### config.mk
export PLATFORM = sky130hd
export DESIGN_NAME = boot_rom
export DESIGN_NICKNAME = d
export VERILOG_FILES = /design/src/common/soc_bus_pkg.sv /design/src/hdl/boot_rom.sv
export VERILOG_INCLUDE_DIRS = /design/src /design/src/common
export SDC_FILE = /design/constraint.sdc
export NUM_CORES = 1
export LEC_CHECK = 0
export BUFFER_PORTS_ARGS = -buffer_cell sky130_fd_sc_hd__clkbuf_2
export CAP_MARGIN = 10
export CORE_MARGIN = 4
export CORE_UTILIZATION = 27
export CTS_BUF_LIST = sky130_fd_sc_hd__clkbuf_2
export DETAILED_ROUTE_END_ITERATION = 8
export GPL_TIMING_DRIVEN = 1
export PLACE_DENSITY = 0.8
export SETUP_SLACK_MARGIN = 0.1
export SYNTH_ARGS = -nofsm -noshare
export SYNTH_HDL_FRONTEND = slang
export SYNTH_SLANG_ARGS = --single-unit
### constraint.sdc
create_clock -name clk_i -period 1 [get_ports clk_i]
set_clock_uncertainty 0.1 [all_clocks]
set_input_delay 0.2 -clock clk_i [delete_from_list [all_inputs] [get_ports clk_i]]
set_output_delay 0.2 -clock clk_i [all_outputs]
set_load 0.01 [all_outputs]
### src/common/soc_periph_defs.svh
// ----------------------------------------------------------------------
// widths, memory map and CLINT offsets of the peripheral subsystem
// region windows must not overlap, the decoder checks them in order
// CLINT offsets are taken on the low 16 address bits only
// ----------------------------------------------------------------------

`ifndef SOC_PERIPH_DEFS_SVH
`define SOC_PERIPH_DEFS_SVH

// bus widths
`define APB_ADDR_W 32
`define APB_DATA_W 32

// memory map
`define ROM_BASE   32'h0000_1000
`define ROM_SIZE   32'h0000_0040
`define CLINT_BASE 32'h0200_0000
`define CLINT_SIZE 32'h0001_0000
`define SRAM_BASE  32'h8000_0000
`define SRAM_WORDS 256

// CLINT register offsets
`define MSIP_OFS        16'h0000
`define MIP_OFS         16'h0008
`define MTIMECMP_LO_OFS 16'h4000
`define MTIMECMP_HI_OFS 16'h4004
`define MTIME_LO_OFS    16'hBFF8
`define MTIME_HI_OFS    16'hBFFC

// upper half of every boot ROM word
`define ROM_SIGNATURE 16'hb007

`endif

### src/common/soc_bus_pkg.sv
// ----------------------------------------------------------------------
// APB payload types and the decoder region encoding
// strobes cover one 32-bit data word, one bit per byte
// ----------------------------------------------------------------------

`include "soc_periph_defs.svh"

package soc_bus_pkg;

  typedef logic [`APB_ADDR_W-1:0]   apb_addr_t;
  typedef logic [`APB_DATA_W-1:0]   apb_data_t;
  typedef logic [`APB_DATA_W/8-1:0] apb_strb_t;

  // target of the current transfer, NONE is the error region
  typedef enum logic [1:0] {
    REGION_NONE  = 2'd0,
    REGION_ROM   = 2'd1,
    REGION_SRAM  = 2'd2,
    REGION_CLINT = 2'd3
  } region_e;

endpackage

### src/hdl/boot_rom.sv
// ----------------------------------------------------------------------
// sixteen-word boot ROM, word i = {signature, i}
// address bits above 5 are ignored inside the window
// writes are refused with an error
// ----------------------------------------------------------------------

`timescale 1ns/1ps

`include "soc_periph_defs.svh"

module boot_rom
  import soc_bus_pkg::*;
(
  input  logic      clk_i,
  input  logic      rst_ni,
  input  logic      sel_i,
  input  logic      penable_i,
  input  logic      pwrite_i,
  input  apb_addr_t paddr_i,
  output apb_data_t rdata_o,
  output logic      err_o
);

  apb_data_t rom_word;
  apb_data_t rdata_q;

  // table contents
  always_comb begin
    rom_word = {`ROM_SIGNATURE, 12'h000, paddr_i[5:2]};
  end

  // word captured in setup, stable for the whole access phase
  always_ff @(posedge clk_i or negedge rst_ni) begin
    if (!rst_ni) begin
      rdata_q <= '0;
    end else if (sel_i && !penable_i && !pwrite_i) begin
      rdata_q <= rom_word;
    end
  end

  assign rdata_o = rdata_q;

  // read-only
  assign err_o = sel_i & penable_i & pwrite_i;

endmodule

==> results_dict.tcl <==
set metrics [dict create \
    final_cell_mix "conb_1, clkbuf_2, mux2_4, dfrtp_1, buf_4" \
    synth_cells 40 \
    critPathLaunchType "flip-flop" \
    finalHoldViolations 0 \
    p_switching_uw 187.2 \
    ys_ff_latch 5 \
    rr_worst_depth 2 \
    total_power_uw 640.1 \
    slew_violations 0 \
    path_class "reg2out" \
    htreeDepth 1 \
    final_cells 78 \
    clockRootBuffer "clkbuf_2" \
    first_iter_violations 1 \
    wirelength_um 735 \
    route.vias.total 265 \
    wire_per_inst_um 9.423 \
    cp_top_family "flip-flops" \
    required_ns 0.70 \
    worst_slack_ns -0.07916 \
    rrSetupSlack_ns 0.02 \
    cts_made_buffers 3 \
    track_usage_pct 6.459 \
    violations "negative setup slack" \
    clk_latency_ns 0.20 \
    rsz0062_at_grt "true" \
    drt_pass1_iterations 2 \
    die_h_um 46.93 \
    r2r-end "rdata_o[0]" \
    clock-sinks 5 \
    dp_cells 68 \
    cts_tree "done" \
    max_stage_delay_ns 0.44 \
    hp-class "in2reg" \
    setup_viol 10 \
    drive_gt1_share_pct 57.14 \
    fin_crit_sh_pct 107.9 \
    swShare_pct 29.24 \
    hold_depth 2 \
    clkPwrFrac_pct 28.0 \
    synth_area_um2 409.1 \
    routed_via_density 3.397 \
    synth_warnings 0 \
    avgSynthCellArea_um2 10.23 \
    syn_to_final_growth_pct 24.77 \
    place_area_um2 400.4 \
    die_x_um 46.93 \
    ir_drop_v 0.0004305 \
    place_ws_ns -0.2086 \
    grt_max_degree 8 \
    grt_pass1_wl_um 897 \
    die_area_um2 2202 \
    path_clk_slew_ns 0.05 \
    crit_path_max_fanout 7 \
    ios 70 \
    start_util_pct 29.95 \
    hold_end "rdata_o[2]" \
    combPwrFrac_pct 32.9 \
    synth-seq-area-share_pct 30.58 \
    max_freq_mhz 926.6 \
    io_buffers 19 \
    seqPwrFrac_pct 39.1 \
    gp_congestion 0.5208 \
    largest_reg_flops 5 \
    p_leak_nw 0.2969 \
    drc 0 \
    min_from "paddr_i[4]" \
    crit_path_end_kind "primary output" \
    grt-ovfl-total 0 \
    crit_path_cell_trace "clkbuf_2" \
    synth.distinct_cells 7 \
    pwr_density_cell_nw_per_um2 1254 \
    outcome "complete, but fails checks" \
    ant_nets 0 \
    clk_path_buf_depth 2 \
    worstPathArrival_ns 0.78 \
    period_minus_slack_ns 1.079 \
    cap_violations 0 \
    core_um2 1366 \
    p_int_uw 452.9 \
    reg2reg_from "rdata_o[0]" \
    final_common_cell "conb_1" \
    crit_slowest_cell "dfrtp_2" \
    fin_nets 101 \
    grt_pass1_vias 217 \
    insertedDiodeCount 0 \
    antenna_found_initial 0 \
    rows 13 \
    fin_area_um2 510.5 \
    cp.buffers_inverters 1 \
]
## cells in the mapped netlist (all sizes together)
master	instances	area [um^2]
and3	1	7.510
buf	27	202.7
mux2	4	45.04
dfrtp	5	125.1
or2	1	6.260
nor3b	1	18.77
conb	1	3.750
## timing repair
item,CTS,global route
hold endpoints to repair,5,0
endpoints found under the setup margin,16,16
hold buffers,1,0
gates cloned,0,0
pin swaps,1,1
gates resized for setup,8,2
buffers inserted,2,3
## through the flow
step	utilization [%]	setup TNS (ns)	hold WS [ns]
after detailed placement	29.30	-0.8298	-0.07886
after floorplan	-	-0.09429	-0.1956
after global routing	37.36	-1.049	0.1069
after global placement	29.30	-0.7141	-0.08288
final	37.36	-0.5072	0.1279
after CTS	35.53	-0.7193	0.1154
## kinds of logic after synthesis
group	synth area share [%]
buffers and inverters	49.54
DFF	30.58
muxes	11.01
and+or+nand+nor	7.953
other	0.9166
## power by group through the flow
stage	Clock [mW]	Sequential, mW	Combinational, mW
5_1_grt	0.208	0.254	0.229
3_3_place_gp	0	0.253	0.146
4_1_cts	0.186	0.251	0.184
3_5_place_dp	0	0.253	0.147
6_report	0.179	0.250	0.211
2_1_floorplan	0	0.266	0.137
## how the worst max path moves through the flow
stage / cells after the start / from / slack [ns] / to
after floorplan: 2 / penable_i / -0.02 / rdata_o[0]
after global placement: 3 / penable_i / -0.18 / rdata_o[0]
after detailed placement: 3 / penable_i / -0.21 / rdata_o[2]
after CTS: 1 / rdata_o[16] / -0.1 / rdata_o[16]
after global routing: 1 / rdata_o[16] / -0.14 / rdata_o[31]
final: 1 / rdata_o[16] / -0.08 / rdata_o[16]
## layout make-up
| class | count | area [um^2] |
|---|---|---|
| sequential | 5 | 126.4 |
| multi-input combinational | 29 | 178.9 |
| timing repair buffer | 25 | 166.4 |
| clock buffer | 4 | 20.02 |
| fill | 145 | 855.8 |
| tap | 15 | 18.77 |
## layer usage
| metal | wire [um] | vias to the layer above | global-route usage [%] | share of wire, % |
|---|---|---|---|---|
| met1 | 183 | 122 | 4.608 | 25 |
| met5 | 0 | - | 0 | 0 |
| met2 | 439 | 21 | 12.20 | 60 |
| met4 | 0 | 0 | 4.972 | 0 |
| met3 | 112 | 0 | 3.448 | 15 |
| li1 | - | 122 | - | - |
Note: power is estimated with default switching activity, not from simulation.
