## src/common/soc_periph_defs.svh

```systemverilog
// ----------------------------------------------------------------------
// widths, memory map and CLINT offsets of the peripheral subsystem
// region windows must not overlap, the decoder checks them in order
// CLINT offsets are taken on the low 16 address bits only
// ----------------------------------------------------------------------

`ifndef SOC_PERIPH_DEFS_SVH
`define SOC_PERIPH_DEFS_SVH

// bus widths
`define APB_ADDR_W 32
`define APB_DATA_W 32

// memory map
`define ROM_BASE   32'h0000_1000
`define ROM_SIZE   32'h0000_0040
`define CLINT_BASE 32'h0200_0000
`define CLINT_SIZE 32'h0001_0000
`define SRAM_BASE  32'h8000_0000
`define SRAM_WORDS 256

// CLINT register offsets
`define MSIP_OFS        16'h0000
`define MIP_OFS         16'h0008
`define MTIMECMP_LO_OFS 16'h4000
`define MTIMECMP_HI_OFS 16'h4004
`define MTIME_LO_OFS    16'hBFF8
`define MTIME_HI_OFS    16'hBFFC

// upper half of every boot ROM word
`define ROM_SIGNATURE 16'hb007

`endif

```

## src/common/soc_bus_pkg.sv

```systemverilog
// ----------------------------------------------------------------------
// APB payload types and the decoder region encoding
// strobes cover one 32-bit data word, one bit per byte
// ----------------------------------------------------------------------

`include "soc_periph_defs.svh"

package soc_bus_pkg;

  typedef logic [`APB_ADDR_W-1:0]   apb_addr_t;
  typedef logic [`APB_DATA_W-1:0]   apb_data_t;
  typedef logic [`APB_DATA_W/8-1:0] apb_strb_t;

  // target of the current transfer, NONE is the error region
  typedef enum logic [1:0] {
    REGION_NONE  = 2'd0,
    REGION_ROM   = 2'd1,
    REGION_SRAM  = 2'd2,
    REGION_CLINT = 2'd3
  } region_e;

endpackage

```

## src/common/soc_irq_pkg.sv

```systemverilog
// ----------------------------------------------------------------------
// machine interrupt-pending word in the privileged-spec bit layout
// only msip, mtip, seip and meip exist, all other bits read zero
// ----------------------------------------------------------------------

package soc_irq_pkg;

  import soc_bus_pkg::*;

  // mip layout, bit 0 at the bottom
  typedef struct packed {
    logic [19:0] rsvd_31_12;
    logic        meip;
    logic        rsvd_10;
    logic        seip;
    logic        rsvd_8;
    logic        mtip;
    logic [2:0]  rsvd_6_4;
    logic        msip;
    logic [2:0]  rsvd_2_0;
  } irq_fields_t;

  // same word, seen raw on the bus or by fields in the CLINT
  typedef union packed {
    apb_data_t   raw;
    irq_fields_t fields;
  } irq_word_u;

endpackage

```

## src/clint/clint_regs.sv

```systemverilog
// ----------------------------------------------------------------------
// CLINT register block for a single hart
// mtime is read-only here, the timer owns it
// MIP is a read-only view of the interrupt-pending word
// ----------------------------------------------------------------------

`timescale 1ns/1ps

`include "soc_periph_defs.svh"

module clint_regs
  import soc_bus_pkg::*;
  import soc_irq_pkg::*;
(
  input  logic        clk_i,
  input  logic        rst_ni,
  input  logic        sel_i,
  input  logic        penable_i,
  input  logic        pwrite_i,
  input  apb_addr_t   paddr_i,
  input  apb_data_t   pwdata_i,
  output apb_data_t   rdata_o,
  output logic        err_o,
  input  logic [63:0] mtime_i,
  input  logic        mtip_i,
  input  logic [1:0]  irq_ext_i,
  output logic [63:0] mtimecmp_o,
  output logic        ipi_o,
  output irq_word_u   irq_vec_o
);

  logic [15:0] offset;
  logic        access;
  logic        we;
  logic        unknown;
  logic        read_only;
  logic        msip_q;
  logic [63:0] mtimecmp_q;

  assign offset = paddr_i[15:0];
  assign access = sel_i & penable_i;
  assign we     = access & pwrite_i;

  // --------------------------------------------------------------------
  // register writes
  // --------------------------------------------------------------------
  always_ff @(posedge clk_i or negedge rst_ni) begin
    if (!rst_ni) begin
      msip_q     <= 1'b0;
      mtimecmp_q <= '1;
    end else if (we) begin
      case (offset)
        `MSIP_OFS:        msip_q             <= pwdata_i[0];
        `MTIMECMP_LO_OFS: mtimecmp_q[31:0]  <= pwdata_i;
        `MTIMECMP_HI_OFS: mtimecmp_q[63:32] <= pwdata_i;
        default: ;
      endcase
    end
  end

  // --------------------------------------------------------------------
  // read mux and illegal access flags
  // --------------------------------------------------------------------
  always_comb begin
    rdata_o   = '0;
    unknown   = 1'b0;
    read_only = 1'b0;
    case (offset)
      `MSIP_OFS:        rdata_o = {31'b0, msip_q};
      `MIP_OFS: begin
        rdata_o   = irq_vec_o.raw;
        read_only = 1'b1;
      end
      `MTIMECMP_LO_OFS: rdata_o = mtimecmp_q[31:0];
      `MTIMECMP_HI_OFS: rdata_o = mtimecmp_q[63:32];
      `MTIME_LO_OFS: begin
        rdata_o   = mtime_i[31:0];
        read_only = 1'b1;
      end
      `MTIME_HI_OFS: begin
        rdata_o   = mtime_i[63:32];
        read_only = 1'b1;
      end
      default: unknown = 1'b1;
    endcase
  end

  assign err_o = access & (unknown | (pwrite_i & read_only));

  // pending word, meip on ext bit 0 and seip on ext bit 1
  always_comb begin
    irq_vec_o             = '0;
    irq_vec_o.fields.msip = msip_q;
    irq_vec_o.fields.mtip = mtip_i;
    irq_vec_o.fields.seip = irq_ext_i[1];
    irq_vec_o.fields.meip = irq_ext_i[0];
  end

  assign mtimecmp_o = mtimecmp_q;
  assign ipi_o      = msip_q;

endmodule

```

## config.mk

```make
export PLATFORM = sky130hd
export DESIGN_NAME = clint_regs
export DESIGN_NICKNAME = d
export VERILOG_FILES = /design/src/common/soc_bus_pkg.sv /design/src/common/soc_irq_pkg.sv /design/src/clint/clint_regs.sv
export VERILOG_INCLUDE_DIRS = /design/src /design/src/common
export SDC_FILE = /design/constraint.sdc
export NUM_CORES = 1
export LEC_CHECK = 0
export BUFFER_PORTS_ARGS = -buffer_cell sky130_fd_sc_hd__clkbuf_2
export CAP_MARGIN = 20
export CORE_UTILIZATION = 39
export CTS_CLUSTER_SIZE = 30
export DETAILED_ROUTE_END_ITERATION = 6
export PLACE_DENSITY_LB_ADDON = 0.12
export SLEW_MARGIN = 40
export SYNTH_ARGS = -nofsm -noshare
export SYNTH_HDL_FRONTEND = slang
export SYNTH_SLANG_ARGS = --single-unit
```

## constraint.sdc

```tcl
create_clock -name clk_i -period 2.2 [get_ports clk_i]
set_clock_uncertainty 0.05 [all_clocks]
set_input_delay 0.33 -clock clk_i [delete_from_list [all_inputs] [get_ports clk_i]]
set_output_delay 0.33 -clock clk_i [all_outputs]
set_load 0.1 [all_outputs]
```

==> flow_metrics.env <==
export IMPL_status="finished with violations"
export IMPL_violations="setup timing"
export IMPL_p_leak_nw=3.18
export IMPL_design_die_area_um2=10700
export IMPL_critical_path_slowest_cell="or4_4"
export IMPL_clk_latency_ns=0.34
export IMPL_cts_tree="built"
export IMPL_final_cell_mix="clkbuf_2, nand3_1, dfstp_2"
export IMPL_ys_seq_area_share_pct=42.5
export IMPL_synthDistinctLibCells=38
export IMPL_critPathRequiredTime_ns=1.82
export IMPL_synth_xor_area_share_pct=0.218
export IMPL_io_pins=266
export IMPL_crit_path_end_kind="primary output"
export IMPL_syn_inst=384
export IMPL_diodes=0
export IMPL_ys_seq_elements=65
export IMPL_drv_cap=0
export IMPL_post_route_min_period_ns=2.46
export IMPL_cts_buffers=9
export IMPL_initialDrtViolationCount=117
export IMPL_hold_ws_ns=0.172
export IMPL_wirelength_um=13100
export IMPL_worst_ir_drop_vdd_mv=0.287
export IMPL_synth_area_top_cells="dfstp_2, mux2_2, nand3_1, mux2_1, buf_4"
export IMPL_ant_nets=0
export IMPL_drcViolationCount=0
export IMPL_setup_tns_ns=-7.39
export IMPL_yosysWarnings=0
export IMPL_io_buffers=221
export IMPL_wire_per_inst_um=17.3
export IMPL_path_cells="clkbuf_2 -> or4_4 -> buf_4 -> nor3_4 -> buf_12 -> a311oi_1 -> o2bb2ai_4 -> buf_12"
export IMPL_yosys_area_top_type="dfstp_2"
export IMPL_power_density_nw_per_um2=394
export IMPL_grt_total_usage_pct=25.0
export IMPL_dp_cells=736
export IMPL_crit_fanout=31
export IMPL_cp_common_cell="buf_12"
export IMPL_worst_path_largest_cell_delay_ns=0.55
export IMPL_final_cell_count_no_fill=755
export IMPL_core_rowCount=36
export IMPL_grt_overflow=0
export IMPL_clk_transition_reported_paths_ns=0.07
export IMPL_crit_type="input port to primary output"
export IMPL_gp_congestion=0.828
export IMPL_antenna_found_initial=0
export IMPL_yosys_area_share_simple_pct=16.0
export IMPL_fmax_mhz=407
export IMPL_synth_top_area_share_pct=41.9
export IMPL_hold_viol_final=0
export IMPL_cts_root_buf="clkbuf_8"
export IMPL_num_nets_final=753
export IMPL_synthFlopType="dfstp_2"
export IMPL_syn_avg_cell_area_um2=10.5
export IMPL_die_h_um=103
export IMPL_grt_pass1_wl_um=19900
export IMPL_synthArstFlopShare_pct=100
export IMPL_firstDrtPassIters=4
export IMPL_synth_fa_ha_area_share_pct=0
export IMPL_synth_compound_area_share_pct=8.79
export IMPL_period_share_pct=112
export IMPL_syn2layout_area_growth_pct=69.5
export IMPL_hpwl_um=10100
export IMPL_synthMuxAreaShare_pct=19.6
export IMPL_die_width_um=103
export IMPL_rsz0062_at_grt="true"
export IMPL_h_tree_depth=3
export IMPL_start_util_pct=40.7
export IMPL_finalSetupViolCount=33
export IMPL_max_slew_margin_pct=62.3
export IMPL_synth_edf_count=0
export IMPL_clk_path_buf_depth=2
export IMPL_cp_arrival_ns=2.08
export IMPL_detailroute_via_count=3934
export IMPL_grt_max_degree=32
export IMPL_drt_vias_per_instance=5.21
export IMPL_syn_area_um2=4020
export IMPL_drive_above_1_share_pct=70.6
export IMPL_hold_path_class="input port to flip-flop"
export IMPL_tightest_slew_ns=0.568
export IMPL_start_kind="input port"
export IMPL_cts_sinks=65
export IMPL_core_um2=9860
export IMPL_fin_ws_ns=-0.260
export IMPL_layout_commonest_cell="clkbuf_2"
export IMPL_finalMaxSlewViolations=0
export IMPL_synth_top_family_by_area="multiplexers"
export IMPL_grt_pass1_vias=3997
==> repair_timing <==
action,CTS,global route
endpoints found under the hold margin,1,0
pin swaps,1,2
buffers inserted,2,0
hold buffers,1,0
endpoints found under the setup margin,33,50
resized for setup,20,8
==> metrics by stage <==
stage,total power [W],util [%],instance area [µm²],setup WS [ns]
5_1_grt,0.00279,69.0,6800,-0.317
4_1_cts,0.00272,68.6,6770,-0.241
3_3_place_gp,0.00171,65.6,6470,-0.346
3_5_place_dp,0.00172,65.6,6470,-0.386
2_1_floorplan,0.00157,-,4790,-0.222
6_report,0.00268,69.0,6800,-0.260
==> power breakdown <==
group	internal (W)	total, W	switching [W]
sequential	0.00120	0.00120	0.0000000998
combinational	0.000125	0.000501	0.000376
clock	0.000552	0.000981	0.000429
total	0.00188	0.00268	0.000806
==> path summary, 6_finish.rpt <==
path	slack (ns)	depth (start not counted)	endpoint	from
min in group asynchronous	0.44	2	ipi_o	rst_ni
setup reg to reg	1.32	1	ipi_o	ipi_o
hold reg to reg	0.58	1	mtimecmp_o[61]	mtimecmp_o[61]
hold / removal	0.17	2	mtimecmp_o[3]	pwdata_i[3]
setup / recovery	-0.26	8	err_o	paddr_i[6]
max in group asynchronous	0.96	3	mtimecmp_o[12]	rst_ni
==> logic make-up after synthesis <==
| group | after synthesis |
|---|---|
| buffers and inverters | 92 |
| and+or+nand+nor | 115 |
| xor gates and xnor gates | 1 |
| DFF | 65 |
| muxes | 70 |
| other | 1 |
| AOI/OAI and AO/OA | 40 |
==> layer usage <==
layer / vias up / track usage [%] / part of all wire, %
met5: - / 0 / 0
met4: 0 / 9.53 / 1.6
met3: 20 / 6.45 / 7.2
met2: 177 / 43.9 / 51
met1: 1919 / 29.1 / 40
li1: 1818 / - / -
==> cell type report <==
class	count	area, µm²
Clock inverter	3	40.0
Fill cell	794	3060
Tap cell	133	166
Clock buffer	13	149
Sequential cell	65	1710
Timing Repair Buffer	258	2030
Inverter	29	109
Multi-Input combinational cell	254	2600
==> sequential cells by signal, summed over array words and instances, names as in the netlist <==
| name | flops |
|---|---|
| mtimecmp_o | 64 |
| ipi_o | 1 |
==> cells in the mapped netlist, types with 3 or more instances <==
library cell,count
buf_4,36
and3_1,3
mux2_2,38
buf_1,3
nor4_1,3
nand3_1,85
clkbuf_1,14
mux2_1,31
inv_1,29
buf_2,7
a32o_1,4
dfstp_2,64
nor3_1,3
nand2_1,3
o2111ai_1,28
buf_6,3
a221o_1,4
==> worst max-delay path: cells and delay by family <==
family / cells / cell delay (ns)
simple gates: 2 / 0.74
buf+inv: 4 / 0.65
compound gates: 2 / 0.34
(Power assumes the default switching activity.)
