<file path="config.mk">
export PLATFORM = sky130hd
export DESIGN_NAME = clint_timer
export DESIGN_NICKNAME = d
export VERILOG_FILES = /design/src/clint/clint_timer.sv
export SDC_FILE = /design/constraint.sdc
export NUM_CORES = 1
export LEC_CHECK = 0
export ABC_AREA = 1
export ABC_CLOCK_PERIOD_IN_PS = 2300
export BUFFER_PORTS_ARGS = -buffer_cell sky130_fd_sc_hd__buf_4
export CAP_MARGIN = 20
export CORE_UTILIZATION = 50
export DETAILED_ROUTE_END_ITERATION = 6
export PLACE_DENSITY = 0.87
export SLEW_MARGIN = 40
export SYNTH_ARGS = -nofsm -noshare
export SYNTH_HDL_FRONTEND = slang
export SYNTH_SLANG_ARGS = --single-unit
export TNS_END_PERCENT = 5
</file>
<file path="constraint.sdc">
create_clock -name clk_i -period 2.3 [get_ports clk_i]
set_clock_uncertainty 0.1 [all_clocks]
set_input_delay 0.46 -clock clk_i [delete_from_list [all_inputs] [get_ports clk_i]]
set_output_delay 0.46 -clock clk_i [all_outputs]
set_load 0.01 [all_outputs]
</file>
<file path="src/clint/clint_timer.sv">
// ----------------------------------------------------------------------
// mtime counter driven by rising edges of the asynchronous rtc_i
// rtc_i must stay high and low for at least two clk_i cycles each
// mtip is registered, one cycle behind the compare
// ----------------------------------------------------------------------

`timescale 1ns/1ps

module clint_timer (
  input  logic        clk_i,
  input  logic        rst_ni,
  input  logic        rtc_i,
  input  logic [63:0] mtimecmp_i,
  output logic [63:0] mtime_o,
  output logic        mtip_o
);

  logic [1:0]  rtc_sync_q;
  logic        rtc_prev_q;
  logic        rtc_rise;
  logic [63:0] mtime_q;
  logic        mtip_q;

  // --------------------------------------------------------------------
  // rtc synchronizer and edge detect
  // --------------------------------------------------------------------
  always_ff @(posedge clk_i or negedge rst_ni) begin
    if (!rst_ni) begin
      rtc_sync_q <= 2'b00;
      rtc_prev_q <= 1'b0;
    end else begin
      rtc_sync_q <= {rtc_sync_q[0], rtc_i};
      rtc_prev_q <= rtc_sync_q[1];
    end
  end

  assign rtc_rise = rtc_sync_q[1] & ~rtc_prev_q;

  // --------------------------------------------------------------------
  // counter and compare
  // --------------------------------------------------------------------
  always_ff @(posedge clk_i or negedge rst_ni) begin
    if (!rst_ni) begin
      mtime_q <= '0;
      mtip_q  <= 1'b0;
    end else begin
      if (rtc_rise) begin
        mtime_q <= mtime_q + 64'd1;
      end
      // unsigned 64-bit compare
      mtip_q <= (mtime_q >= mtimecmp_i);
    end
  end

  assign mtime_o = mtime_q;
  assign mtip_o  = mtip_q;

endmodule

</file>
==> key figures, run 1 <==
Yosys
  • Main synth FF type: dfrtp_1
  • #FFs+latches synth: 68
  • Post-Synthesis Net Count: 952
  • Most frequent cell after synthesis: nand2_1
  • Ys async rst share: 1.00
  • Sequential share of the synthesized area: 0.295
  • Top cells by area, synth: dfrtp_1 29%, nand2_1 15%, ha_1 14%
  • Commonest cells in the synthesized netlist: 227 x nand2_1, 142 x inv_1, 115 x nor2_1
  • Ys Warns: 0
  • Average size of a mapped cell: 7.04 sq um
  • EDFF count, synth: 0
  • Post-Syn Instances: 820
  • Yosys top cell area share: 0.295
  • Synth Cell Area: 5770 sq um
  • Synth area leader: dfrtp_1
  • Netlist cell types: 34

Global routing
  • Met1 Resource Use GR: 0.350
  • Grt met3 use: 0.0539
  • Initial antenna violation count: 0
  • Vias in the first global route: 5415
  • GRT overflow: 0
  • GRT Resource Usage Total: 0.273
  • First-pass GRT wire length: 25000 um
  • Global route hottest layer: met2
  • Met2 Use GR: 0.451
  • Pin count of the biggest net entering global routing: 35

Timing
  • RSZ-0062 raised after global routing: no
  • Worst Tran Pin Value: 0.456 ns
  • Total negative setup slack: 0 ns
  • Final setup viols: 0
  • Fmax: 499 MHz
  • Final hold vios: 0
  • Period utilization: 0.871
  • Max-slew headroom: 0.696
  • Fin crit period: 2.00 ns
  • Slew Viols, Final: 0

Setup path
  • CP Class: register to register
  • Crit. End Element: register
  • Worst reg2reg setup slack: 0.30 ns
  • CP arrival: 2.13 ns
  • Crit path max fanout: 6
  • Crit path launch type: register
  • Worst endpoint required time: 2.43 ns
  • Depth of the most critical reg-to-reg path: 10
  • Worst setup path endpoint: mtime_o[60]
  • Critical Path Start: mtime_o[0]
  • Worst r2r src: mtime_o[0]
  • Critical R2R Capture: mtime_o[60]

Placed design
  • HPWL Detailed: 12400 um
  • Gpl congestion: 0.909
  • Post-DP Area: 6960 sq um
  • Input/output buffers: 131

CTS
  • Clk Latency, worst-skew pair: 0.33 ns
  • CTS tree: yes
  • CTS buffer count: 9
  • Clock sink total: 68
  • Hold Buf Count CTS: 1
  • Clock transition at the registers of the reported paths: 0.05 ns
  • H-tree depth: 3
  • Root Driver: clkbuf_16
  • Post_cts resized: 0
  • # Post-CTS Setup Buffers: 0
  • CTS max path bufs: 2

Floorplanning
  • Initial Util: 0.523
  • Die area: 12000 sq um
  • # rows: 38
  • Chip Width: 109 um
  • DIE HEIGHT: 109 um
  • I/O Pins: 132
  • Core area: 11000 sq um

Hold path
  • Hold/Removal Path Class: primary input to register

Cells and area
  • Finished layout cell area: 7320 sq um
  • Area Overhead vs Synth: 26.8%
  • Area of the multi-input gates: 3520 sq um
  • Layout Nets: 1099
  • Ant diodes: 0
  • Filler Cells Inserted: 961
  • Sequential cell area: 1700 sq um
  • Layout cell share with drive strength beyond 1: 0.205
  • Layout Utilization: 0.664

Power
  • Largest vdd supply drop: 0.000501 V
  • Leakage power: 4.02 nW
  • Power Density: 466 nW/um^2

Job
  • Maxcap violations: 0

Run status
  • Status: completed

Route
  • Post-DR vias/cell: 5.15
  • Drt pass-1 iters: 5
  • Post-DRT Antenna Nets: 0
  • WL/cell: 13.7 um
  • DRC: 0
  • Final WL: 15200 um
  • 1st-iter DRT viols: 415
  • Via count: 5729
critical path, stage by stage (launching register included):
cell     delay [ns]
dfrtp_1        0.46
ha_1           0.23
inv_1          0.10
nor2_2         0.14
nand2_2        0.11
nor2_4         0.20
nand3_4        0.13
nor3_4         0.21
nand3_1        0.11
nand2_1        0.08
inv_1          0.04
sequential cells by signal (all words and copies together), names as in the netlist:
signal / flops
rtc_sync_q: 2
mtip_o: 1
mtime_o: 64
rtc_prev_q: 1
routing by layer:
metal | up-vias | wire length, um
li1 | 2866 | -
met2 | 213 | 7060
met1 | 2614 | 6630
met4 | 0 | 417
met3 | 36 | 1090
met5 | - | 0
worst min-delay path by stage:
stage	from	end	slack, ns	cells past startpoint
global route	rtc_i	rtc_sync_q[0]	0.13	1
CTS	rtc_i	rtc_sync_q[0]	0.13	1
detailed placement	rtc_sync_q[0]	rtc_sync_q[1]	0.24	0
floorplan	rst_ni	mtime_o[0]	0.06	0
global placement	rtc_sync_q[0]	rtc_sync_q[1]	0.23	0
finish	rtc_i	rtc_sync_q[0]	0.13	1
metrics by stage:
step / total power, mW / worst slack, ns / cells / hold WS, ns
5_1_grt: 3.55 / 0.0954 / 1112 / 0.126
4_1_cts: 3.42 / 0.316 / 1112 / 0.133
6_report: 3.41 / 0.296 / 1112 / 0.132
2_1_floorplan: 1.57 / 0.540 / 820 / 0.0644
3_3_place_gp: 1.80 / 0.278 / 1095 / 0.234
3_5_place_dp: 1.81 / 0.270 / 1095 / 0.236
layout make-up:
class,instances,share of cell area
clock buffers,10,0.0326
clock inverters,6,0.0152
inverters,145,0.0743
multi-input cells,606,0.481
flip-flops and latches,68,0.232
well taps,140,0.0239
repair buffers,137,0.141
cell families after synthesis:
kind of cell	Yosys count	synth area share
AO/OA/AOI/OAI	46	0.0425
XOR/XNOR	42	0.0637
adder cells (fa/ha/maj)	65	0.141
buffers and inverters	146	0.0956
flip-flops	68	0.295
AND/OR/NAND/NOR	453	0.363
layout by cell type (no fill, tap or decap), types with 3 or more instances in the layout:
| master | netlist | final |
|---|---|---|
| dfrtp_1 | 68 | 68 |
| xnor2_1 | 27 | 27 |
| bufinv_16 | 0 | 3 |
| buf_4 | 1 | 136 |
| nor3_2 | 3 | 3 |
| xor2_1 | 15 | 15 |
| a21oi_1 | 26 | 26 |
| inv_2 | 3 | 3 |
| nor3_1 | 11 | 11 |
| clkbuf_16 | 0 | 9 |
| nor2_4 | 11 | 11 |
| nand2_2 | 13 | 13 |
| nand3b_1 | 7 | 7 |
| nand4_1 | 19 | 19 |
| nand3_1 | 22 | 22 |
| nand2_1 | 227 | 227 |
| o21ai_0 | 12 | 12 |
| nor2_2 | 7 | 7 |
| inv_1 | 142 | 142 |
| nor2_1 | 115 | 115 |
| o21a_1 | 3 | 3 |
| ha_1 | 65 | 65 |
report_power, final:
part	switching [mW]	leakage [nW]	total, mW	internal, mW
logic	0.240	2.91	0.474	0.233
registers	0.0741	0.935	1.31	1.24
clock network	0.538	0.169	1.63	1.09
Power figures use the tool's default switching activity.
==> inputs of run 2 (changes only) <==
--- a/config.mk
+++ b/config.mk
@@ -6,12 +6,11 @@
 export NUM_CORES = 1
 export LEC_CHECK = 0
 export ABC_AREA = 1
-export ABC_CLOCK_PERIOD_IN_PS = 2300
 export BUFFER_PORTS_ARGS = -buffer_cell sky130_fd_sc_hd__buf_4
 export CAP_MARGIN = 20
 export CORE_UTILIZATION = 50
 export DETAILED_ROUTE_END_ITERATION = 6
-export PLACE_DENSITY = 0.87
+export PLACE_DENSITY = 0.75
 export SLEW_MARGIN = 40
 export SYNTH_ARGS = -nofsm -noshare
 export SYNTH_HDL_FRONTEND = slang
==> constraint.sdc (replaced) <==
create_clock -name clk_i -period 2.3 [get_ports clk_i]
set_clock_uncertainty 0.1 [all_clocks]
set_input_delay 0.46 -clock clk_i [delete_from_list [all_inputs] [get_ports clk_i]]
set_output_delay 0.46 -clock clk_i [all_outputs]
set_load 0.005 [all_outputs]
==> key figures, run 2 (synthesis results as in run 1) <==
Route
  • WL/cell: 13.8 um (was 13.7 um)
  • Drt pass-1 iters: 6 (was 5)
  • Via count: 5621 (was 5729)
  • DRC: 0 (unchanged)
  • Post-DR vias/cell: 5.05 (was 5.15)
  • Post-DRT Antenna Nets: 0 (unchanged)
  • Final WL: 15300 um (was 15200 um)
  • 1st-iter DRT viols: 428 (was 415)

Global routing
  • GRT overflow: 0 (unchanged)
  • Pin count of the biggest net entering global routing: 40 (was 35)
  • Initial antenna violation count: 0 (unchanged)
  • Grt met3 use: 0.0314 (was 0.0539)
  • Global route hottest layer: met2 (unchanged)
  • Met1 Resource Use GR: 0.383 (was 0.350)
  • GRT Resource Usage Total: 0.275 (was 0.273)
  • Met2 Use GR: 0.445 (was 0.451)
  • Vias in the first global route: 5221 (was 5415)
  • First-pass GRT wire length: 25100 um (was 25000 um)

Floorplanning
  • DIE HEIGHT: 109 um (unchanged)
  • Core area: 11000 sq um (unchanged)
  • Chip Width: 109 um (unchanged)
  • Die area: 12000 sq um (unchanged)
  • Initial Util: 0.523 (unchanged)
  • I/O Pins: 132 (unchanged)
  • # rows: 38 (unchanged)

Cells and area
  • Commonest non-fill, non-tap cell in the layout: nand2_1 (unchanged)
  • Area Overhead vs Synth: 27.5% (was 26.8%)
  • Most frequent cells in the layout: 227 x nand2_1, 142 x inv_1, 138 x buf_4 (was 227 x nand2_1, 142 x inv_1, 136 x buf_4)
  • Number of flip-flops in the largest register: 64 (unchanged)
  • Non-filler cells in the finished layout: 1114 (was 1112)
  • Ant diodes: 0 (unchanged)
  • Layout Nets: 1101 (was 1099)
  • Layout cell share with drive strength beyond 1: 0.206 (was 0.205)

CTS
  • Clock transition at the registers of the reported paths: 0.06 ns (was 0.05 ns)
  • CTS buffer count: 9 (unchanged)
  • Root Driver: clkbuf_16 (unchanged)
  • Post_cts resized: 0 (unchanged)
  • Clk Latency, worst-skew pair: 0.33 ns (about the same)
  • Clock sink total: 68 (unchanged)
  • Hold Buf Count CTS: 0 (was 1)
  • # Post-CTS Setup Buffers: 0 (unchanged)
  • CTS tree: yes (unchanged)
  • CTS max path bufs: 2 (unchanged)
  • H-tree depth: 3 (unchanged)

Placed design
  • Inst Count DP: 1098 (was 1095)
  • HPWL Detailed: 12400 um (about the same)
  • Input/output buffers: 131 (unchanged)
  • DP Worst Slack: 0.321 ns (was 0.270 ns)
  • Gpl congestion: 0.910 (was 0.909)

Power
  • Largest vdd supply drop: 0.000416 V (was 0.000501 V)
  • Logic pwr share: 0.132 (was 0.139)
  • Sequential share of power: 0.376 (was 0.385)
  • Sw frac: 0.241 (was 0.250)
  • Leakage power: 4.04 nW (was 4.02 nW)
  • Pint: 2.64 mW (was 2.56 mW)
  • Net switching power: 842 uW (was 852 uW)
  • Clock share of power: 0.492 (was 0.476)
  • Power Density: 474 nW/um^2 (was 466 nW/um^2)
  • Power, Total: 3.49 mW (was 3.41 mW)

Timing
  • Max-slew headroom: 0.649 (was 0.696)
  • Total negative setup slack: 0 ns (unchanged)
  • Slew Viols, Final: 0 (unchanged)
  • Final setup viols: 0 (unchanged)
  • RSZ-0062 raised after global routing: no (unchanged)
  • Worst Tran Pin Value: 0.526 ns (was 0.456 ns)
  • Hold slack: 0.0117 ns (was 0.132 ns)
  • Worst setup margin: 0.284 ns (was 0.296 ns)
  • Final hold vios: 0 (unchanged)
  • Fin crit period: 2.02 ns (was 2.00 ns)
  • Fmax: 496 MHz (was 499 MHz)
  • Period utilization: 0.876 (was 0.871)

Hold path
  • Hold/Removal Path Class: primary input to async pin (was primary input to register)

Setup path
  • Crit path max fanout: 6 (unchanged)
  • CP arrival: 2.12 ns (was 2.13 ns)
  • Crit path max-delay cell type: dfrtp_1 (unchanged)
  • CP Cell Sequence: ha_1 > inv_1 > nor2_2 > nand2_2 > nor2_4 > nand4_4 > nor2_4 > nand2_1 > xnor2_1 (was ha_1 > inv_1 > nor2_2 > nand2_2 > nor2_4 > nand3_4 > nor3_4 > nand3_1 > nand2_1 > inv_1)
  • Critical Path Most Common Cell: nor2_4 (was inv_1)
  • Crit. End Element: register (unchanged)
  • CP peak stage delay: 0.44 ns (was 0.46 ns)
  • Crit path launch type: register (unchanged)
  • Worst endpoint required time: 2.41 ns (was 2.43 ns)
  • CP Class: register to register (unchanged)
  • Buffers and inverters on the worst path: 1 (was 2)
  • CP delay by family, top: simple AND/OR/NAND/NOR gates (unchanged)

Run status
  • Status: completed (unchanged)

Job
  • Maxcap violations: 0 (unchanged)
## run 2: per-layer routing
metal | part of all wire | up-vias
met3 | 0.064 | 26
met2 | 0.46 | 198
met4 | 0.021 | 0
met5 | 0 | -
met1 | 0.46 | 2526
li1 | - | 2871
## run 2: power by group through the flow
stage               sequential [mW]  combinational (mW)  clock [mW]
finish                         1.31               0.460        1.72
global route                   1.32               0.535        1.77
CTS                            1.31               0.469        1.72
detailed placement             1.33               0.464           0
global placement               1.33               0.454           0
floorplan                      1.32               0.236           0
## run 2: final cells by class
| type | count | area (sq um) |
|---|---|---|
| Clock buffer | 10 | 229 |
| Timing Repair Buffer | 139 | 1060 |
| Inverter | 145 | 544 |
| Tap cell | 140 | 175 |
| Multi-Input combinational cell | 606 | 3520 |
| Fill cell | 1018 | 3670 |
| Clock inverter | 6 | 136 |
| Sequential cell | 68 | 1700 |
## run 2: path summary, 6_finish.rpt
path,from,to,slack (ns),cells past startpoint
min,rst_ni,mtime_o[38],0.01,1
max in group asynchronous,rst_ni,mtime_o[44],1.53,2
min reg2reg,rtc_sync_q[0],rtc_sync_q[1],0.25,0
max,mtime_o[0],mtime_o[40],0.28,9
max reg2reg,mtime_o[0],mtime_o[40],0.28,9
min in group clk_i,rtc_i,rtc_sync_q[0],0.13,1
## run 2: per-stage QoR
step           area [sq um]  utilization
2_1_floorplan          5770            -
3_3_place_gp           7000        0.634
3_5_place_dp           7000        0.634
4_1_cts                7360        0.667
5_1_grt                7360        0.667
6_report               7360        0.667
## run 2: worst register-to-register path: cells and delay by family, from the launching register on
family,cells,cell delay (ns)
xor gates and xnor gates,1,0.12
adders and majority gates,1,0.24
buffers and inverters,1,0.09
DFF,1,0.44
and+or+nand+nor,6,0.91
