**src/common/soc_periph_defs.svh**
```systemverilog
// ----------------------------------------------------------------------
// widths, memory map and CLINT offsets of the peripheral subsystem
// region windows must not overlap, the decoder checks them in order
// CLINT offsets are taken on the low 16 address bits only
// ----------------------------------------------------------------------

`ifndef SOC_PERIPH_DEFS_SVH
`define SOC_PERIPH_DEFS_SVH

// bus widths
`define APB_ADDR_W 32
`define APB_DATA_W 32

// memory map
`define ROM_BASE   32'h0000_1000
`define ROM_SIZE   32'h0000_0040
`define CLINT_BASE 32'h0200_0000
`define CLINT_SIZE 32'h0001_0000
`define SRAM_BASE  32'h8000_0000
`define SRAM_WORDS 256

// CLINT register offsets
`define MSIP_OFS        16'h0000
`define MIP_OFS         16'h0008
`define MTIMECMP_LO_OFS 16'h4000
`define MTIMECMP_HI_OFS 16'h4004
`define MTIME_LO_OFS    16'hBFF8
`define MTIME_HI_OFS    16'hBFFC

// upper half of every boot ROM word
`define ROM_SIGNATURE 16'hb007

`endif

```
**src/common/soc_bus_pkg.sv**
```systemverilog
// ----------------------------------------------------------------------
// APB payload types and the decoder region encoding
// strobes cover one 32-bit data word, one bit per byte
// ----------------------------------------------------------------------

`include "soc_periph_defs.svh"

package soc_bus_pkg;

  typedef logic [`APB_ADDR_W-1:0]   apb_addr_t;
  typedef logic [`APB_DATA_W-1:0]   apb_data_t;
  typedef logic [`APB_DATA_W/8-1:0] apb_strb_t;

  // target of the current transfer, NONE is the error region
  typedef enum logic [1:0] {
    REGION_NONE  = 2'd0,
    REGION_ROM   = 2'd1,
    REGION_SRAM  = 2'd2,
    REGION_CLINT = 2'd3
  } region_e;

endpackage

```
**src/hdl/apb_decoder.sv**
```systemverilog
// ----------------------------------------------------------------------
// address decode into ROM, SRAM and CLINT windows
// anything outside them hits the error region, which answers
// with pslverr and zero data in the first access cycle
// ----------------------------------------------------------------------

`timescale 1ns/1ps

`include "soc_periph_defs.svh"

module apb_decoder
  import soc_bus_pkg::*;
(
  input  logic      psel_i,
  input  logic      penable_i,
  input  apb_addr_t paddr_i,
  output apb_data_t prdata_o,
  output logic      pready_o,
  output logic      pslverr_o,
  output logic      rom_sel_o,
  output logic      sram_sel_o,
  output logic      clint_sel_o,
  input  apb_data_t rom_rdata_i,
  input  apb_data_t sram_rdata_i,
  input  apb_data_t clint_rdata_i,
  input  logic      rom_err_i,
  input  logic      clint_err_i,
  input  logic      sram_ready_i
);

  region_e region;

  // base inclusive, base + size exclusive
  function automatic logic in_window(apb_addr_t addr, apb_addr_t base, apb_addr_t size);
    in_window = (addr >= base) && ((addr - base) < size);
  endfunction

  // --------------------------------------------------------------------
  // region select
  // --------------------------------------------------------------------
  always_comb begin
    if (in_window(paddr_i, `ROM_BASE, `ROM_SIZE)) begin
      region = REGION_ROM;
    end else if (in_window(paddr_i, `SRAM_BASE, apb_addr_t'(`SRAM_WORDS * 4))) begin
      region = REGION_SRAM;
    end else if (in_window(paddr_i, `CLINT_BASE, `CLINT_SIZE)) begin
      region = REGION_CLINT;
    end else begin
      region = REGION_NONE;
    end
  end

  // --------------------------------------------------------------------
  // selects and response mux
  // --------------------------------------------------------------------
  always_comb begin
    rom_sel_o   = 1'b0;
    sram_sel_o  = 1'b0;
    clint_sel_o = 1'b0;
    prdata_o    = '0;
    // only the SRAM can stall
    pready_o    = 1'b1;
    pslverr_o   = 1'b0;
    case (region)
      REGION_ROM: begin
        rom_sel_o = psel_i;
        prdata_o  = rom_rdata_i;
        pslverr_o = rom_err_i;
      end
      REGION_SRAM: begin
        sram_sel_o = psel_i;
        prdata_o   = sram_rdata_i;
        pready_o   = sram_ready_i;
      end
      REGION_CLINT: begin
        clint_sel_o = psel_i;
        prdata_o    = clint_rdata_i;
        pslverr_o   = clint_err_i;
      end
      default: begin
        // error region, stands in for the missing GPIO block
        pslverr_o = psel_i & penable_i;
      end
    endcase
  end

endmodule

```
**config.mk**
```make
export PLATFORM = sky130hd
export DESIGN_NAME = apb_decoder
export DESIGN_NICKNAME = d
export VERILOG_FILES = /design/src/common/soc_bus_pkg.sv /design/src/hdl/apb_decoder.sv
export VERILOG_INCLUDE_DIRS = /design/src /design/src/common
export SDC_FILE = /design/constraint.sdc
export NUM_CORES = 1
export LEC_CHECK = 0
export ABC_AREA = 0
export BUFFER_PORTS_ARGS = -buffer_cell sky130_fd_sc_hd__buf_2
export CAP_MARGIN = 20
export CORE_AREA = 2 2 66 68
export DETAILED_ROUTE_END_ITERATION = 8
export DIE_AREA = 0 0 68 70
export PLACE_DENSITY = 0.76
export SLEW_MARGIN = 10
export SYNTH_ARGS = -nofsm -noshare
export SYNTH_HDL_FRONTEND = slang
export SYNTH_SLANG_ARGS = --single-unit
export TNS_END_PERCENT = 10
```
**constraint.sdc**
```tcl
create_clock -name vclk -period 2.7
set_clock_uncertainty 0.05 [all_clocks]
set_input_delay 0.27 -clock vclk [all_inputs]
set_output_delay 0.27 -clock vclk [all_outputs]
set_load 0.02 [all_outputs]
```
==> results.sh, run 1 <==
export IMPL_outcome="finished with violations"
export IMPL_violations="negative setup slack"
export IMPL_multi_input_area_um2=846
export IMPL_min_period_ns=2.73
export IMPL_p_per_area_nw_per_um2=63.2
export IMPL_rsz0062_at_grt="true"
export IMPL_antenna_found_initial=0
export IMPL_timing_final_hold_violations=0
export IMPL_crit_chain="buf_2, or4_4, or3_4, or4_4, nor2_4, nand3_4, buf_12, a21o_1, buf_2"
export IMPL_cts_resized=14
export IMPL_gp_congestion=0.794
export IMPL_crit_path_end_kind="primary output"
export IMPL_drcViolationCount=0
export IMPL_die_w_um=68
export IMPL_final_layout_size_suffix_gt1_frac=0.673
export IMPL_worstHoldPathCells=3
export IMPL_utilization=0.508
export IMPL_flops_and_latches=0
export IMPL_nClkBuffers=0
export IMPL_grt_pass1_wl_um=6380
export IMPL_setup_viol=4
export IMPL_holdCritPathClass="input port to primary output"
export IMPL_whs_ns=0.796
export IMPL_worst_setup_path_type="input port to primary output"
export IMPL_antenna_left=0
export IMPL_diodes=0
export IMPL_fin_setup_tns_ns=-0.0766
export IMPL_num_vias=1744
export IMPL_fin_crit_sh=1.01
export IMPL_io_pins=170
export IMPL_final_cell_mix="131 x buf_2, 35 x inv_1, 32 x a22oi_1"
export IMPL_yosys_warnings=0
export IMPL_synth_area_leaders="o21ai_2 25%, a22oi_1 24%, inv_1 13%, buf_6 3.3%, or4_1 2.9%"
export IMPL_tightest_slew_ns=0.377
export IMPL_maxSlewHeadroom=0.748
export IMPL_drt_iter0_markers=54
export IMPL_ir_drop_mv=0.0365
export IMPL_grt_max_degree=35
export IMPL_core_um2=4140
export IMPL_post_cts_setup_buffer_count=0
export IMPL_dr_pass1_iters=5
export IMPL_slew_viol_final=0
export IMPL_netlist_instances=150
export IMPL_fin_nets=448
export IMPL_grt_ovfl_total=0
export IMPL_power_leakage_nw=1.19
export IMPL_die_height_um=70
export IMPL_placed_cells=364
export IMPL_wl_per_cell_um=12.6
export IMPL_max_freq_ghz=0.366
export IMPL_synthesis_nets=284
export IMPL_min_to="pready_o"
export IMPL_cp_startpoint="paddr_i[21]"
export IMPL_area_growth_pct=107
export IMPL_hp_start="sram_ready_i"
export IMPL_grt_usage=0.159
export IMPL_layout_commonest_cell="buf_2"
export IMPL_cp_arrival_ns=2.41
export IMPL_cp_start_kind="input port"
export IMPL_finalWirelength_um=4580
export IMPL_setup_slack_ns=-0.0298
export IMPL_dieArea_um2=4760
export IMPL_synth_area_leader_cell="o21ai_2"
export IMPL_synth_top_cell_area_share=0.249
export IMPL_num_rows=24
export IMPL_portBuffers=164
export IMPL_vias_per_cell=4.79
export IMPL_cp_slowest_cell="or4_4"
export IMPL_crit_path_max_fanout=16
export IMPL_ys_types=32
export IMPL_max_stage_delay_ns=0.53
export IMPL_seq_area_um2=0
export IMPL_ctsHoldBuffers=0
export IMPL_yosysSeqAreaShare=0
export IMPL_grt_pass1_vias=1571
export IMPL_postSynthAreaPerCell_um2=6.79
export IMPL_fill_cells=422
export IMPL_max_cap_viol_count=0
export IMPL_dp_hpwl_um=3590
export IMPL_final_cells=364
export IMPL_initial_utilization=0.246
export IMPL_worst_ep_required_time_ns=2.38
export IMPL_synth_area_um2=1020
==> worst max-delay path by stage <==
stage	slack, ns	cells after the start	endpoint
6_report	-0.03	9	pslverr_o
5_1_grt	-0.09	9	pslverr_o
4_1_cts	-0.04	9	pslverr_o
3_5_place_dp	-0.06	9	prdata_o[25]
3_3_place_gp	-0.05	9	prdata_o[26]
2_1_floorplan	0.03	6	prdata_o[25]
==> routing by layer <==
layer | part of all wire | track usage | wire [um] | vias to the layer above
met4 | 0.0028 | 0.0111 | 13 | 0
met1 | 0.35 | 0.168 | 1580 | 782
met5 | 0 | 0 | 0 | -
met3 | 0.087 | 0.00966 | 400 | 2
met2 | 0.56 | 0.335 | 2590 | 88
li1 | - | - | - | 872
==> logic make-up (layout without fill, tap and decap cells) <==
group | after synthesis | after routing | share of synthesized area
AO/OA/AOI/OAI | 69 | 69 | 0.539
buffers and inverters | 45 | 207 | 0.193
XOR/XNOR | 4 | 4 | 0.0344
AND/OR/NAND/NOR | 31 | 31 | 0.221
adder cells (fa/ha/maj) | 1 | 1 | 0.0123
==> cell type report <==
class,count,share of cell area
timing repair buffer,172,0.505
multi-input combinational,105,0.401
inverter,35,0.0624
tap,52,0.0309
==> power breakdown <==
| part | total, mW | switching, mW | internal (mW) |
|---|---|---|---|
| Combinational | 0.133 | 0.0546 | 0.0784 |
| Sequential | 0 | 0 | 0 |
| Clock | 0 | 0 | 0 |
| Total | 0.133 | 0.0546 | 0.0784 |
==> critical path: cells and delay by family <==
kind	cells	cell delay (ns)
simple gates	5	1.55
compound gates	1	0.16
buf+inv	3	0.42
==> cell usage after synthesis (2+ instances only) <==
cell	n
o21ai_2	29
inv_1	35
nor2_1	2
a22oi_1	32
clkbuf_1	3
a21o_1	2
nor3b_1	2
nor4b_1	3
nor4_1	2
o21ai_0	3
xor2_1	3
buf_2	4
or4_1	4
buf_6	3
nand2_1	2
nand2b_1	2
nor3_1	4
==> stage by stage <==
stage / total power, mW / instance area (um2) / setup slack (ns)
after floorplan: 0.0315 / 1020 / 0.0327
after global placement: 0.127 / 1940 / -0.0533
after detailed placement: 0.130 / 1940 / -0.0619
after CTS: 0.132 / 1970 / -0.0353
after global routing: 0.148 / 2110 / -0.0940
final: 0.133 / 2110 / -0.0298
(Power assumes the default switching activity.)
==> run 2: changes to the inputs <==
PLACE_DENSITY = 0.82   (was 0.76)
==> run 2 against run 1 <==
The flow still finishes with violations (negative setup slack). Hold slack gained 0.0012 ns. Routed wire length shrank 0.13%. Sequential share of layout area unchanged. Cell area is 2.5% higher. Largest cell class unchanged. Highest routed layer unchanged.
==> results.sh, run 2 (same netlist as run 1, synthesis figures left out) <==
export IMPL_area_growth_pct=112
export IMPL_final_area_um2=2160
export IMPL_max_freq_ghz=0.368
export IMPL_fin_crit_sh=1.01
export IMPL_p_clk_frac=0
export IMPL_dieArea_um2=4760
export IMPL_cp_startpoint="paddr_i[21]"
export IMPL_die_w_um=68
export IMPL_p_int_uw=79.3
export IMPL_grt_pass1_wl_um=6710
export IMPL_drt_iter0_markers=56
export IMPL_cp_start_kind="input port"
export IMPL_hp_start="sram_ready_i"
export IMPL_violations="negative setup slack"
export IMPL_crit_path_end_kind="primary output"
export IMPL_cp_arrival_ns=2.40
export IMPL_setup_viol=5
export IMPL_final_layout_size_suffix_gt1_frac=0.672
export IMPL_maxSlewHeadroom=0.731
export IMPL_antenna_left=0
export IMPL_drcViolationCount=0
export IMPL_placed_cell_area_um2=1950
export IMPL_power_frac_comb=1.000
export IMPL_power_frac_seq=0
export IMPL_vias_per_cell=4.84
export IMPL_whs_ns=0.797
export IMPL_diodes=0
export IMPL_portBuffers=164
export IMPL_num_vias=1756
export IMPL_min_period_ns=2.72
export IMPL_core_um2=4140
export IMPL_ir_drop_mv=0.0436
export IMPL_swShare=0.412
export IMPL_dp_hpwl_um=3540
export IMPL_p_per_area_nw_per_um2=62.5
export IMPL_post_cts_setup_buffer_count=0
export IMPL_wl_per_cell_um=12.6
export IMPL_initial_utilization=0.246
export IMPL_gp_congestion=0.741
export IMPL_cp_slowest_cell="or4_4"
export IMPL_outcome="finished with violations"
export IMPL_holdCritPathClass="input port to primary output"
export IMPL_final_cell_mix="130 x buf_2, 35 x inv_1, 32 x a22oi_1"
export IMPL_grt_ovfl_total=0
export IMPL_flops_and_latches=0
export IMPL_crit_chain="buf_2, or4_4, or3_4, or4_4, nor2_4, nand3_4, buf_12, a21o_1, buf_6"
export IMPL_grt_usage=0.170
export IMPL_timing_final_hold_violations=0
export IMPL_multi_input_area_um2=857
export IMPL_antenna_found_initial=0
export IMPL_worst_setup_path_type="input port to primary output"
export IMPL_io_pins=170
export IMPL_tightest_slew_ns=0.402
export IMPL_rsz0062_at_grt="true"
export IMPL_nClkBuffers=0
export IMPL_crit_path_max_fanout=18
export IMPL_max_cap_viol_count=0
export IMPL_die_height_um=70
export IMPL_slew_viol_final=0
export IMPL_switchingPower_uw=55.6
export IMPL_grt_pass1_vias=1729
export IMPL_crit_top_cell="or4_4"
export IMPL_num_rows=24
export IMPL_fin_nets=447
export IMPL_worst_ep_required_time_ns=2.38
export IMPL_layout_commonest_cell="buf_2"
export IMPL_ctsHoldBuffers=0
export IMPL_fill_cells=406
export IMPL_dr_pass1_iters=4
export IMPL_grt_max_degree=36
export IMPL_power_leakage_nw=1.19
export IMPL_seq_area_um2=0
export IMPL_setup_slack_ns=-0.0170
export IMPL_finalWirelength_um=4570
export IMPL_max_stage_delay_ns=0.52
==> run 2: cell types whose count changed in the layout (fill, tap and decap cells not counted), moves of 2 or more <==
| cell | delta |
|---|---|
| buf_6 | +9 |
| buf_4 | -10 |
| o21ai_2 | -2 |
| o21ai_4 | +2 |
==> run 2: worst paths after layout <==
path | slack (ns) | end | cells after the start
setup / recovery | -0.02 | pslverr_o | 9
hold / removal | 0.80 | pready_o | 3
==> run 2: per-layer routing <==
metal | vias up | GRT usage | wire, um
li1 | 870 | - | -
met2 | 106 | 0.368 | 2540
met4 | 0 | 0.0489 | 76
met1 | 772 | 0.152 | 1530
met5 | - | 0 | 0
met3 | 8 | 0.0145 | 422
==> run 2: power groups by stage <==
stage                     Sequential (mW)  Combinational [mW]  Clock [mW]
after detailed placement                0               0.131           0
after floorplan                         0              0.0315           0
final                                   0               0.135           0
after global routing                    0               0.151           0
after CTS                               0               0.132           0
after global placement                  0               0.127           0
==> run 2: layout make-up <==
class                      count  area share
tap                           52      0.0301
timing repair buffer         171       0.512
multi-input combinational    105       0.397
inverter                      35      0.0608
==> run 2: critical path, delay by kind of cell <==
kind / cells / cell delay (ns)
buf+inv: 3 / 0.40
compound gates: 1 / 0.17
simple gates: 5 / 1.55
==> run 2: timing repair <==
item | CTS | global route
endpoints found under the hold margin | 0 | 0
pin swaps | 0 | 0
gates resized for setup | 30 | 39
setup endpoints to repair | 33 | 34
==> run 2: stage by stage <==
| stage | setup TNS, ns | setup WS, ns | utilization | total power [mW] | instances |
|---|---|---|---|---|---|
| 4_1_cts | -0.0764 | -0.0439 | 0.487 | 0.132 | 363 |
| 6_report | -0.0457 | -0.0170 | 0.521 | 0.135 | 363 |
| 3_5_place_dp | -0.607 | -0.0702 | 0.470 | 0.131 | 363 |
| 5_1_grt | -1.83 | -0.0860 | 0.521 | 0.151 | 363 |
| 2_1_floorplan | 0 | 0.0327 | - | 0.0315 | 150 |
| 3_3_place_gp | -0.137 | -0.0412 | 0.470 | 0.127 | 363 |
==> run 3: changes to the inputs <==
CORE_AREA = unset   (was 2 2 66 68)
CORE_ASPECT_RATIO = 0.75   (was unset)
CORE_MARGIN = 2   (was unset)
CORE_UTILIZATION = 29   (was unset)
DIE_AREA = unset   (was 0 0 68 70)
PLACE_DENSITY = 0.91   (was 0.82)
==> run 3 against run 2 <==
The flow still finishes with violations (negative setup slack). Maximum frequency decreased by 3.3%. Sequential cell count is the same. Critical path depth unchanged. Largest power group unchanged. Highest routed layer unchanged.
==> results.sh, run 3 (same netlist as run 1, synthesis figures left out) <==
export IMPL_io_pins=170
export IMPL_rsz0062_at_grt="true"
export IMPL_ir_drop_mv=0.0564
export IMPL_antenna_found_initial=0
export IMPL_max_freq_ghz=0.356
export IMPL_grt_busiest_layer="met2"
export IMPL_slew_viol_final=0
export IMPL_tightest_slew_ns=0.411
export IMPL_outcome="finished with violations"
export IMPL_grt_use_met3=0.0219
export IMPL_grt_max_degree=20
export IMPL_die_height_um=55.3
export IMPL_diodes=0
export IMPL_wl_per_cell_um=13.2
export IMPL_fin_setup_tns_ns=-1.74
export IMPL_area_growth_pct=122
export IMPL_drcViolationCount=0
export IMPL_crit_path_end_kind="primary output"
export IMPL_grt_pass1_wl_um=7510
export IMPL_vias_per_cell=5.00
export IMPL_met1_usage=0.236
export IMPL_worstHoldPathCells=3
export IMPL_min_period_ns=2.81
export IMPL_fin_crit_sh=1.04
export IMPL_ctsHoldBuffers=0
export IMPL_utilization=0.679
export IMPL_grt_usage=0.218
export IMPL_max_cap_viol_count=0
export IMPL_final_layout_size_suffix_gt1_frac=0.679
export IMPL_layout_commonest_cell="buf_2"
export IMPL_dieArea_um2=4010
export IMPL_fill_cells=272
export IMPL_flops_and_latches=0
export IMPL_finalWirelength_um=4800
export IMPL_grt_pass1_vias=1860
export IMPL_final_cell_mix="135 x buf_2, 35 x inv_1, 32 x a22oi_1"
export IMPL_timing_final_hold_violations=0
export IMPL_dp_hpwl_um=3640
export IMPL_worst_ep_required_time_ns=2.38
export IMPL_maxSlewHeadroom=0.725
export IMPL_num_vias=1820
export IMPL_final_area_um2=2260
export IMPL_placed_cell_area_um2=1960
export IMPL_setup_slack_ns=-0.109
export IMPL_core_um2=3330
export IMPL_power_leakage_nw=1.27
export IMPL_grt_ovfl_total=0
export IMPL_setup_viol=28
export IMPL_seq_area_um2=0
export IMPL_p_per_area_nw_per_um2=61.0
export IMPL_gp_congestion=0.762
export IMPL_fin_nets=460
export IMPL_nClkBuffers=0
export IMPL_worst_setup_path_type="input port to primary output"
export IMPL_violations="negative setup slack"
export IMPL_portBuffers=164
export IMPL_cp_arrival_ns=2.49
export IMPL_die_w_um=72.4
export IMPL_num_rows=18
export IMPL_holdCritPathClass="input port to primary output"
export IMPL_initial_utilization=0.306
export IMPL_cp_start_kind="input port"
export IMPL_crit_path_max_fanout=7
export IMPL_drt_iter0_markers=55
export IMPL_dr_pass1_iters=4
export IMPL_finalPower_uw=138
export IMPL_antenna_left=0
export IMPL_whs_ns=0.788
export IMPL_use_met2=0.467
[run 3: cell count changes in the layout (fill, tap and decap cells not counted), moves of 2 or more]
cell     previous run  this run
o21ai_2            29        25
o21ai_4             2         4
buf_2             130       135
buf_6              26        31
buf_4              11        14
buf_12              4         2
o21ai_0             0         3
[run 3: path summary, 6_finish.rpt]
check / startpoint / endpoint / slack [ns]
setup / recovery: paddr_i[21] / prdata_o[15] / -0.11
hold / removal: sram_ready_i / pready_o / 0.79
[run 3: metrics by stage]
| stage | std cells | worst slack [ns] |
|---|---|---|
| after floorplan | 150 | 0.0327 |
| after global placement | 358 | -0.133 |
| after detailed placement | 358 | -0.147 |
| after CTS | 364 | -0.0835 |
| after global routing | 364 | -0.167 |
| final | 364 | -0.109 |
[run 3: cell type report]
class	count	area, um2	share of cell area
timing repair buffer	183	1200	0.531
multi-input combinational	106	880	0.389
inverter	35	131	0.0580
tap	40	50.0	0.0221
[run 3: metal layers]
| metal | vias to the layer above | share of wire |
|---|---|---|
| met2 | 88 | 0.56 |
| met3 | 2 | 0.076 |
| li1 | 900 | - |
| met5 | - | 0 |
| met4 | 0 | 0.0033 |
| met1 | 830 | 0.36 |
[run 3: worst max-delay path, cell delays in order]
cell       delay [ns]
buf_6            0.09
or4_4            0.52
or3_4            0.34
or4_4            0.44
nor2_4           0.14
nand3_4          0.11
bufbuf_16        0.30
o21ai_2          0.14
buf_6            0.14
[run 3: timing repair]
action / in CTS / in global routing
pin swaps: 2 / 0
endpoints found under the setup margin: 31 / 33
endpoints found under the hold margin: 0 / 0
gates resized for setup: 45 / 20
gates cloned: 2 / 0
buffers inserted: 4 / 0
[run 3: where the power goes]
part | switching, mW | internal, mW
clock network | 0 | 0
registers | 0 | 0
logic | 0.0576 | 0.0805
